===== config.mk =====
export PLATFORM = sky130hd
export DESIGN_NAME = fp_subsystem
export DESIGN_NICKNAME = d
export VERILOG_FILES = /design/src/rtl/fp_pkg.sv /design/src/rtl/fp_subsystem.sv /design/src/rtl/fp_alu.sv /design/src/rtl/fp_regfile.sv /design/src/rtl/fp_decoder.sv
export SDC_FILE = /design/constraint.sdc
export NUM_CORES = 2
export LEC_CHECK = 0
export BUFFER_PORTS_ARGS = -buffer_cell sky130_fd_sc_hd__clkbuf_2
export CORE_ASPECT_RATIO = 1.75
export CORE_MARGIN = 10
export CORE_UTILIZATION = 26
export DETAILED_ROUTE_END_ITERATION = 10
export GPL_TIMING_DRIVEN = 0
export PLACE_DENSITY = 0.4
export SYNTH_ARGS = -nofsm -noshare
export SYNTH_HDL_FRONTEND = slang
export SYNTH_SLANG_ARGS = --single-unit

===== constraint.sdc =====
create_clock -name clk_i -period 4.3 [get_ports clk_i]
set_input_delay 0.645 -clock clk_i [delete_from_list [all_inputs] [get_ports clk_i]]
set_output_delay 0.645 -clock clk_i [all_outputs]
set_load 0.05 [all_outputs]

===== src/rtl/fp_pkg.sv =====
// Shared definitions for the single-precision FP register subsystem.
// Holds data and address widths, RISC-V F-extension encoding constants,
// the operation enum and the decoded control struct.
// Every RTL file refers to these by scoped name.

package fp_pkg;

  // Data and register file geometry
  localparam int unsigned Flen      = 32;
  localparam int unsigned NumFpRegs = 32;
  localparam int unsigned RegAddrW  = 5;

  // RISC-V canonical quiet NaN
  localparam logic [Flen-1:0] CanonicalNan = 32'h7fc0_0000;

  // Major opcodes
  localparam logic [6:0] OpcodeLoadFp  = 7'b000_0111;
  localparam logic [6:0] OpcodeStoreFp = 7'b010_0111;
  localparam logic [6:0] OpcodeOpFp    = 7'b101_0011;

  // Width field of FLW / FSW
  localparam logic [2:0] Funct3Word = 3'b010;

  // OP-FP funct5, upper bits of funct7
  localparam logic [4:0] Funct5Sgnj   = 5'b00100;
  localparam logic [4:0] Funct5MinMax = 5'b00101;
  localparam logic [4:0] Funct5MvXW   = 5'b11100;
  localparam logic [4:0] Funct5MvWX   = 5'b11110;

  // fmt field, low bits of funct7; S only
  localparam logic [1:0] FmtSingle = 2'b00;

  typedef enum logic [3:0] {
    FpNone,
    FpSgnj,
    FpSgnjn,
    FpSgnjx,
    FpMin,
    FpMax,
    FpLoad,
    FpStore,
    FpMvWX,
    FpMvXW
  } fp_op_e;

  // Decoded instruction, one per cycle
  typedef struct packed {
    fp_op_e              op;
    logic [RegAddrW-1:0] rd;
    logic [RegAddrW-1:0] rs1;
    logic [RegAddrW-1:0] rs2;
    logic                we;
    logic                illegal;
  } fp_ctrl_t;

endpackage

===== src/rtl/fp_subsystem.sv =====
// Top level of the single-precision FP register subsystem.
// Takes one strobed instruction per cycle, writes results back a cycle
// later and emits registered store, FMV.X.W and illegal pulses.
// A debug read port exposes any register combinationally.

`timescale 1ns/1ps

module fp_subsystem (
  input  logic                        clk_i,
  input  logic                        rst_ni,
  input  logic                        instr_valid_i,
  input  logic [31:0]                 instr_i,
  input  logic [fp_pkg::Flen-1:0]     load_data_i,
  input  logic [fp_pkg::Flen-1:0]     int_data_i,
  input  logic [fp_pkg::RegAddrW-1:0] dbg_raddr_i,
  output logic                        store_valid_o,
  output logic [fp_pkg::Flen-1:0]     store_data_o,
  output logic                        int_valid_o,
  output logic [fp_pkg::Flen-1:0]     int_data_o,
  output logic                        illegal_o,
  output logic [fp_pkg::Flen-1:0]     dbg_rdata_o
);

  // Outward one-cycle pulses
  typedef struct packed {
    logic store;
    logic mv_x;
    logic illegal;
  } pulse_t;

  fp_pkg::fp_ctrl_t        ctrl;
  logic [fp_pkg::Flen-1:0] rdata_a;
  logic [fp_pkg::Flen-1:0] rdata_b;
  logic [fp_pkg::Flen-1:0] alu_result;
  logic                    instr_ok;
  logic                    rf_we;
  pulse_t                  pulse_d;
  pulse_t                  pulse_q;
  logic [fp_pkg::Flen-1:0] store_data_q;
  logic [fp_pkg::Flen-1:0] int_data_q;

  fp_decoder u_decoder (
    .instr_i (instr_i),
    .ctrl_o  (ctrl)
  );

  fp_regfile u_regfile (
    .clk_i     (clk_i),
    .rst_ni    (rst_ni),
    .raddr_a_i (ctrl.rs1),
    .raddr_b_i (ctrl.rs2),
    .raddr_c_i (dbg_raddr_i),
    .waddr_i   (ctrl.rd),
    .wdata_i   (alu_result),
    .we_i      (rf_we),
    .rdata_a_o (rdata_a),
    .rdata_b_o (rdata_b),
    .rdata_c_o (dbg_rdata_o)
  );

  fp_alu u_alu (
    .ctrl_i      (ctrl),
    .op_a_i      (rdata_a),
    .op_b_i      (rdata_b),
    .load_data_i (load_data_i),
    .int_data_i  (int_data_i),
    .result_o    (alu_result)
  );

  // Strobed and supported
  assign instr_ok = instr_valid_i && !ctrl.illegal;
  assign rf_we    = instr_ok && ctrl.we;

  assign pulse_d.store   = instr_ok && (ctrl.op == fp_pkg::FpStore);
  assign pulse_d.mv_x    = instr_ok && (ctrl.op == fp_pkg::FpMvXW);
  assign pulse_d.illegal = instr_valid_i && ctrl.illegal;

  // Pulses for one cycle, data held until the next event
  always_ff @(posedge clk_i or negedge rst_ni) begin
    if (!rst_ni) begin
      pulse_q      <= '0;
      store_data_q <= '0;
      int_data_q   <= '0;
    end else begin
      pulse_q <= pulse_d;
      if (pulse_d.store) begin
        store_data_q <= alu_result;
      end
      if (pulse_d.mv_x) begin
        int_data_q <= alu_result;
      end
    end
  end

  assign store_valid_o = pulse_q.store;
  assign store_data_o  = store_data_q;
  assign int_valid_o   = pulse_q.mv_x;
  assign int_data_o    = int_data_q;
  assign illegal_o     = pulse_q.illegal;

endmodule


===== src/rtl/fp_alu.sv =====
// Combinational FP datapath for sign injection, min/max and moves.
// Produces the writeback value, and for FSW / FMV.X.W the outgoing
// data word, selected by the decoded operation.

`timescale 1ns/1ps

module fp_alu (
  input  fp_pkg::fp_ctrl_t        ctrl_i,
  input  logic [fp_pkg::Flen-1:0] op_a_i,
  input  logic [fp_pkg::Flen-1:0] op_b_i,
  input  logic [fp_pkg::Flen-1:0] load_data_i,
  input  logic [fp_pkg::Flen-1:0] int_data_i,
  output logic [fp_pkg::Flen-1:0] result_o
);

  // IEEE 754 binary32 layout
  typedef struct packed {
    logic        sign;
    logic [7:0]  exp;
    logic [22:0] man;
  } fp32_t;

  fp32_t                   a;
  fp32_t                   b;
  logic                    a_nan;
  logic                    b_nan;
  logic                    a_lt_b;
  logic                    sgnj_sign;
  logic [fp_pkg::Flen-1:0] sgnj_res;
  logic [fp_pkg::Flen-1:0] minmax_res;

  assign a = op_a_i;
  assign b = op_b_i;

  // Quiet and signaling NaN alike
  assign a_nan = (a.exp == 8'hff) && (a.man != '0);
  assign b_nan = (b.exp == 8'hff) && (b.man != '0);

  // New sign, magnitude always from a
  always_comb begin
    unique case (ctrl_i.op)
      fp_pkg::FpSgnjn: sgnj_sign = ~b.sign;
      fp_pkg::FpSgnjx: sgnj_sign = a.sign ^ b.sign;
      default:         sgnj_sign = b.sign;
    endcase
  end

  assign sgnj_res = {sgnj_sign, a.exp, a.man};

  // Sign-magnitude ordering
  // Differing signs also cover -0 < +0
  always_comb begin
    if (a.sign != b.sign) begin
      a_lt_b = a.sign;
    end else if (a.sign) begin
      // Both negative, larger magnitude is smaller
      a_lt_b = {a.exp, a.man} > {b.exp, b.man};
    end else begin
      a_lt_b = {a.exp, a.man} < {b.exp, b.man};
    end
  end

  always_comb begin
    if (a_nan && b_nan) begin
      minmax_res = fp_pkg::CanonicalNan;
    end else if (a_nan) begin
      minmax_res = op_b_i;
    end else if (b_nan) begin
      minmax_res = op_a_i;
    end else if (ctrl_i.op == fp_pkg::FpMax) begin
      minmax_res = a_lt_b ? op_b_i : op_a_i;
    end else begin
      minmax_res = a_lt_b ? op_a_i : op_b_i;
    end
  end

  // Final select
  always_comb begin
    unique case (ctrl_i.op)
      fp_pkg::FpSgnj, fp_pkg::FpSgnjn, fp_pkg::FpSgnjx: result_o = sgnj_res;
      fp_pkg::FpMin, fp_pkg::FpMax:                     result_o = minmax_res;
      fp_pkg::FpLoad:                                   result_o = load_data_i;
      fp_pkg::FpMvWX:                                   result_o = int_data_i;
      // Store data is rs2, FMV.X.W passes raw rs1 bits
      fp_pkg::FpStore:                                  result_o = op_b_i;
      fp_pkg::FpMvXW:                                   result_o = op_a_i;
      default:                                          result_o = '0;
    endcase
  end

endmodule


===== src/rtl/fp_regfile.sv =====
// Flip-flop FP register file, 32 words of 32 bits.
// Three combinational read ports (two operands, one debug) and one
// write port; writes land on the next rising edge.

`timescale 1ns/1ps

module fp_regfile (
  input  logic                        clk_i,
  input  logic                        rst_ni,
  input  logic [fp_pkg::RegAddrW-1:0] raddr_a_i,
  input  logic [fp_pkg::RegAddrW-1:0] raddr_b_i,
  input  logic [fp_pkg::RegAddrW-1:0] raddr_c_i,
  input  logic [fp_pkg::RegAddrW-1:0] waddr_i,
  input  logic [fp_pkg::Flen-1:0]     wdata_i,
  input  logic                        we_i,
  output logic [fp_pkg::Flen-1:0]     rdata_a_o,
  output logic [fp_pkg::Flen-1:0]     rdata_b_o,
  output logic [fp_pkg::Flen-1:0]     rdata_c_o
);

  logic [fp_pkg::NumFpRegs-1:0][fp_pkg::Flen-1:0] regs_q;
  logic [fp_pkg::NumFpRegs-1:0]                   we_dec;

  // One-hot write select
  always_comb begin
    for (int unsigned i = 0; i < fp_pkg::NumFpRegs; i++) begin
      we_dec[i] = we_i && (waddr_i == fp_pkg::RegAddrW'(i));
    end
  end

  // All registers writable, f0 included
  for (genvar i = 0; i < fp_pkg::NumFpRegs; i++) begin : g_regs
    always_ff @(posedge clk_i or negedge rst_ni) begin
      if (!rst_ni) begin
        regs_q[i] <= '0;
      end else if (we_dec[i]) begin
        regs_q[i] <= wdata_i;
      end
    end
  end

  // Read muxes, no bypass
  assign rdata_a_o = regs_q[raddr_a_i];
  assign rdata_b_o = regs_q[raddr_b_i];
  assign rdata_c_o = regs_q[raddr_c_i];

endmodule


===== src/rtl/fp_decoder.sv =====
// Combinational decoder for the supported F-extension subset.
// Maps a raw 32-bit instruction to an fp_ctrl_t and flags anything else
// as illegal. The illegal flag is not qualified by a valid strobe.

`timescale 1ns/1ps

module fp_decoder (
  input  logic [31:0]      instr_i,
  output fp_pkg::fp_ctrl_t ctrl_o
);

  logic [6:0] opcode;
  logic [2:0] funct3;
  logic [4:0] funct5;
  logic [1:0] fmt;
  logic [4:0] rs2_field;

  // Standard RISC-V field positions
  assign opcode    = instr_i[6:0];
  assign funct3    = instr_i[14:12];
  assign fmt       = instr_i[26:25];
  assign funct5    = instr_i[31:27];
  assign rs2_field = instr_i[24:20];

  always_comb begin
    // Register fields always taken from the word
    ctrl_o.rd      = instr_i[11:7];
    ctrl_o.rs1     = instr_i[19:15];
    ctrl_o.rs2     = rs2_field;
    // Default is an unsupported encoding
    ctrl_o.op      = fp_pkg::FpNone;
    ctrl_o.we      = 1'b0;
    ctrl_o.illegal = 1'b1;

    unique case (opcode)
      fp_pkg::OpcodeLoadFp: begin
        // FLW, data comes in on the load port
        if (funct3 == fp_pkg::Funct3Word) begin
          ctrl_o.op      = fp_pkg::FpLoad;
          ctrl_o.we      = 1'b1;
          ctrl_o.illegal = 1'b0;
        end
      end
      fp_pkg::OpcodeStoreFp: begin
        // FSW, rs2 is the data source
        if (funct3 == fp_pkg::Funct3Word) begin
          ctrl_o.op      = fp_pkg::FpStore;
          ctrl_o.illegal = 1'b0;
        end
      end
      fp_pkg::OpcodeOpFp: begin
        // Only the S format is handled
        if (fmt == fp_pkg::FmtSingle) begin
          unique case (funct5)
            fp_pkg::Funct5Sgnj: begin
              ctrl_o.we      = (funct3 <= 3'b010);
              ctrl_o.illegal = (funct3 > 3'b010);
              if (funct3 == 3'b000) ctrl_o.op = fp_pkg::FpSgnj;
              else if (funct3 == 3'b001) ctrl_o.op = fp_pkg::FpSgnjn;
              else if (funct3 == 3'b010) ctrl_o.op = fp_pkg::FpSgnjx;
            end
            fp_pkg::Funct5MinMax: begin
              ctrl_o.we      = (funct3 <= 3'b001);
              ctrl_o.illegal = (funct3 > 3'b001);
              if (funct3 == 3'b000) ctrl_o.op = fp_pkg::FpMin;
              else if (funct3 == 3'b001) ctrl_o.op = fp_pkg::FpMax;
            end
            fp_pkg::Funct5MvXW: begin
              // funct3 001 would be FCLASS, not supported
              if ((rs2_field == '0) && (funct3 == 3'b000)) begin
                ctrl_o.op      = fp_pkg::FpMvXW;
                ctrl_o.illegal = 1'b0;
              end
            end
            fp_pkg::Funct5MvWX: begin
              if ((rs2_field == '0) && (funct3 == 3'b000)) begin
                ctrl_o.op      = fp_pkg::FpMvWX;
                ctrl_o.we      = 1'b1;
                ctrl_o.illegal = 1'b0;
              end
            end
            default: ;
          endcase
        end
      end
      default: ;
    endcase
  end

endmodule


==> results by group <==
Floorplanning
  • Die Span X: 405 um
  • Die area: 281000 sq um
  • Die Ht: 694 um
  • Initial Util: 0.261
  • Site row count: 247
  • Core Region: 259000 sq um
  • Ports: 203

STA
  • RSZ-0062 raised after global routing: yes
  • Final Hold Violating Endpoints: 0
  • Max-slew violation count: 77
  • Final setup viols: 1096
  • Clk_skew: 0.0624 ns
  • Ratio of final minimum period to clock period: 1.31
  • Worst setup margin: -1.35 ns
  • Least-Margin Pin Slew: 1.66 ns
  • Tmin final: 5.65 ns
  • Max Fclk: 0.177 GHz
  • Relative slew slack: -0.104

Worst setup path
  • Nature of the critical path endpoint: flip-flop
  • Critical setup path kind: in2reg
  • Max FO, Critical Path: 10
  • Critical Path AT: 6.46 ns
  • FF-to-FF path depth: 25
  • Flop2flop setup slack: -1.26 ns
  • CP required: 5.11 ns
  • Reg2reg start: u_regfile.regs_q[729]$_DFFE_PN0P_
  • CP Launch Type: input port
  • Worst reg2reg path endpoint: u_regfile.regs_q[778]$_DFFE_PN0P_

Routing
  • # DRC: 0
  • DR pass1 iterations: 6
  • DR iter-0 viols: 10571
  • Wirelength, routed: ~550 mm
  • Via count: 69490
  • Met2 routed WL: 244 mm
  • Vias per inst: slightly below 7
  • Final ANT Viol Nets: 0
  • Highest routed layer: met5
  • WL per Instance: around 54 um
  • Met3 wire length: approximately 66 mm
  • Metal-1 WL: 171 mm

Min path
  • Hold Crit Endpoint: illegal_o$_DFF_PN0_
  • Hold path startpoint: instr_valid_i
  • WHS Path Cells: 2
  • Hold Path Class: in2reg

Placed design
  • PortBufs: 192
  • DP Area: 74900 sq um
  • DP Wirelength: 381 mm
  • Gpl congestion: 1.07

CTS
  • CTS Buf Count: around 120
  • Clk slew on worst S/H paths: 0.07 ns
  • CTS H-tree lvls: 3
  • CTS Sinks: approximately 1100
  • Root buffer cell: clkbuf_16
  • CTS tree: yes
  • Clk_lat worst skew: 0.89 ns
  • Longest Clk Path Bufs: 3

Layout
  • Area Overhead vs Synth: 32.4%
  • Layout cells sized above 1: 0.391
  • # fillers: 25667
  • Fin nets: 6851
  • FF/Latch Area: 27300 sq um
  • Multi-input gate area: 40200 sq um
  • Design Area, Final: 89400 sq um

Outcome
  • Failing checks: capacitance limit, slew limit, setup timing
  • Outcome: finished, violations left

Pwr
  • Leakage power: 37.5 nW
  • Total Power: 26.4 mW
  • PwrDens: 295 nW/um^2
  • VDD IR-drop max: 0.361 mV

Synth
  • Sequential fraction of the synthesis area: 0.404
  • Avg Cell Area, Syn: roughly 11 sq um
  • #FFs+latches synth: about 1100
  • Synth Warn #: 0
  • Cells after Synth: 5948
  • Syn Nets: just over 6000
  • Number of flops mapped to enable cells by yosys: 0
  • FFs w/ async S/R, synth: 1.00
  • Mapped Area: 67500 sq um
  • Yosys cell types: 80
  • Most used flip-flop cell after synthesis: dfrtp_1

GRT
  • Global-route wire length before repair: 703 mm
  • GRT Resource Usage Total: 0.385
  • Vias in the first global route: 65545
  • Initial antenna violation count: just over 70
  • Largest net degree at the start of global routing: 110
  • Global route total overflow: 0

Job
  • Max-cap violations: 8
[worst max path at each step]
stage | from | cells past startpoint | slack, ns | endpoint
CTS | u_regfile.regs_q[409]$_DFFE_PN0P_ | 25 | -0.92 | u_regfile.regs_q[778]$_DFFE_PN0P_
floorplan | instr_i[15] | 19 | -0.75 | u_regfile.regs_q[490]$_DFFE_PN0P_
global route | u_regfile.regs_q[633]$_DFFE_PN0P_ | 25 | -1.33 | u_regfile.regs_q[490]$_DFFE_PN0P_
global placement | rst_ni | 1 | -26.82 | store_data_o[27]$_DFFE_PN0P_
finish | instr_i[22] | 19 | -1.35 | u_regfile.regs_q[255]$_DFFE_PN0P_
detailed placement | instr_i[22] | 22 | -6.28 | u_regfile.regs_q[657]$_DFFE_PN0P_
[metrics by stage]
stage	hold slack [ns]	util	cells	setup TNS [ns]	setup slack (ns)
global route	0.146	0.345	10191	-1263.04	-1.33
global placement	0.464	0.282	9501	-	-26.82
floorplan	0.349	-	5948	-666.59	-0.750
detailed placement	0.469	0.290	9589	-6145.69	-6.28
CTS	0.143	0.335	10109	-861.51	-0.920
finish	0.129	0.346	10243	-1250.35	-1.35
[layout by cell type, fill, tap and decap left out, types with 28 or more instances in the layout]
cell type	count
o21ai_0	179
buf_8	84
clkbuf_4	28
nand2_1	309
clkbuf_8	37
ha_1	28
dfrtp_1	1090
clkbuf_2	367
nand3_1	75
buf_4	276
mux2_2	276
nor2_2	38
nor2_1	793
a22oi_1	158
buf_6	57
buf_12	150
diode_2	67
buf_2	36
buf_16	95
a21oi_1	127
a31oi_4	62
clkbuf_1	129
o22ai_1	38
clkbuf_16	140
a31oi_1	568
mux2i_1	359
a211oi_1	38
mux4_2	655
inv_1	40
[Yosys cell counts (all sizes together), types with 51 or more instances]
master  count  share of area
nand3      78         0.0058
mux4      655           0.22
a22oi     167          0.019
dfrtp    1091           0.40
a21oi     147          0.011
mux2i     370          0.055
mux2      303          0.051
a211oi     67         0.0074
clkbuf    361          0.020
nand2     336          0.019
nor2      844          0.047
inv        51         0.0028
o21ai     193          0.014
a31oi     648          0.060
buf       248          0.021
[timing repair]
action | 4_1_cts | 5_1_grt
gates cloned | 10 | 11
hold buffers | 1 | 0
buffers inserted | 297 | 56
setup endpoints to repair | 1115 | 1099
hold endpoints to repair | 54 | 0
pin swaps | 83 | 25
resized for setup | 1122 | 295
[area by class of cell]
| class | count | area share |
|---|---|---|
| Buffer | 606 | 0.0729 |
| Tap cell | 3361 | 0.0470 |
| Inverter | 51 | 0.00242 |
| Clock buffer | 156 | 0.0364 |
| Multi-Input combinational cell | 4197 | 0.449 |
| Sequential cell | 1091 | 0.305 |
| Clock inverter | 60 | 0.00884 |
| Antenna cell | 67 | 0.00188 |
| Timing Repair Buffer | 654 | 0.0759 |
[worst max-delay path, stage by stage]
cell and delay (ns):
clkbuf_4 0.18, buf_12 0.15, buf_12 0.20, buf_16 0.23
buf_16 0.19, buf_4 0.25, buf_12 0.17, mux4_2 0.29
mux2_2 0.29, a221oi_2 0.30, a21oi_4 0.10, buf_4 0.20
nor4_2 0.83, a31o_2 0.50, nand2_1 0.13, mux2_2 0.33
o31ai_2 0.74, clkbuf_2 0.43, mux2_2 0.22
[sequential cells by signal, summed over array words and instances, names as in the netlist]
name	flops
int_valid_o	1
store_data_o	32
illegal_o	1
int_data_o	32
u_regfile.regs_q	1024
store_valid_o	1
[logic make-up after synthesis]
| family | count (synthesis) | share of synthesized area |
|---|---|---|
| buffers and inverters | 660 | 0.0436 |
| AO/OA/AOI/OAI | 1410 | 0.134 |
| XOR/XNOR | 2 | 0.000259 |
| multiplexers | 1328 | 0.324 |
| AND/OR/NAND/NOR | 1426 | 0.0879 |
| adder cells (fa/ha/maj) | 31 | 0.00574 |
| flip-flops | 1091 | 0.404 |
[power breakdown]
part,internal (mW),leakage [nW],total (mW),switching (mW)
clock,6.28,1.97,11.5,5.24
sequential,10.3,15.2,10.3,0.00370
combinational,1.43,20.3,4.56,3.13
total,18.0,37.5,26.4,8.38
[routing by layer]
layer	vias up	track usage
met1	35765	0.378
met3	2638	0.181
met2	6413	0.582
met5	-	0.00613
met4	42	0.389
li1	24632	-
(Power assumes the default switching activity.)
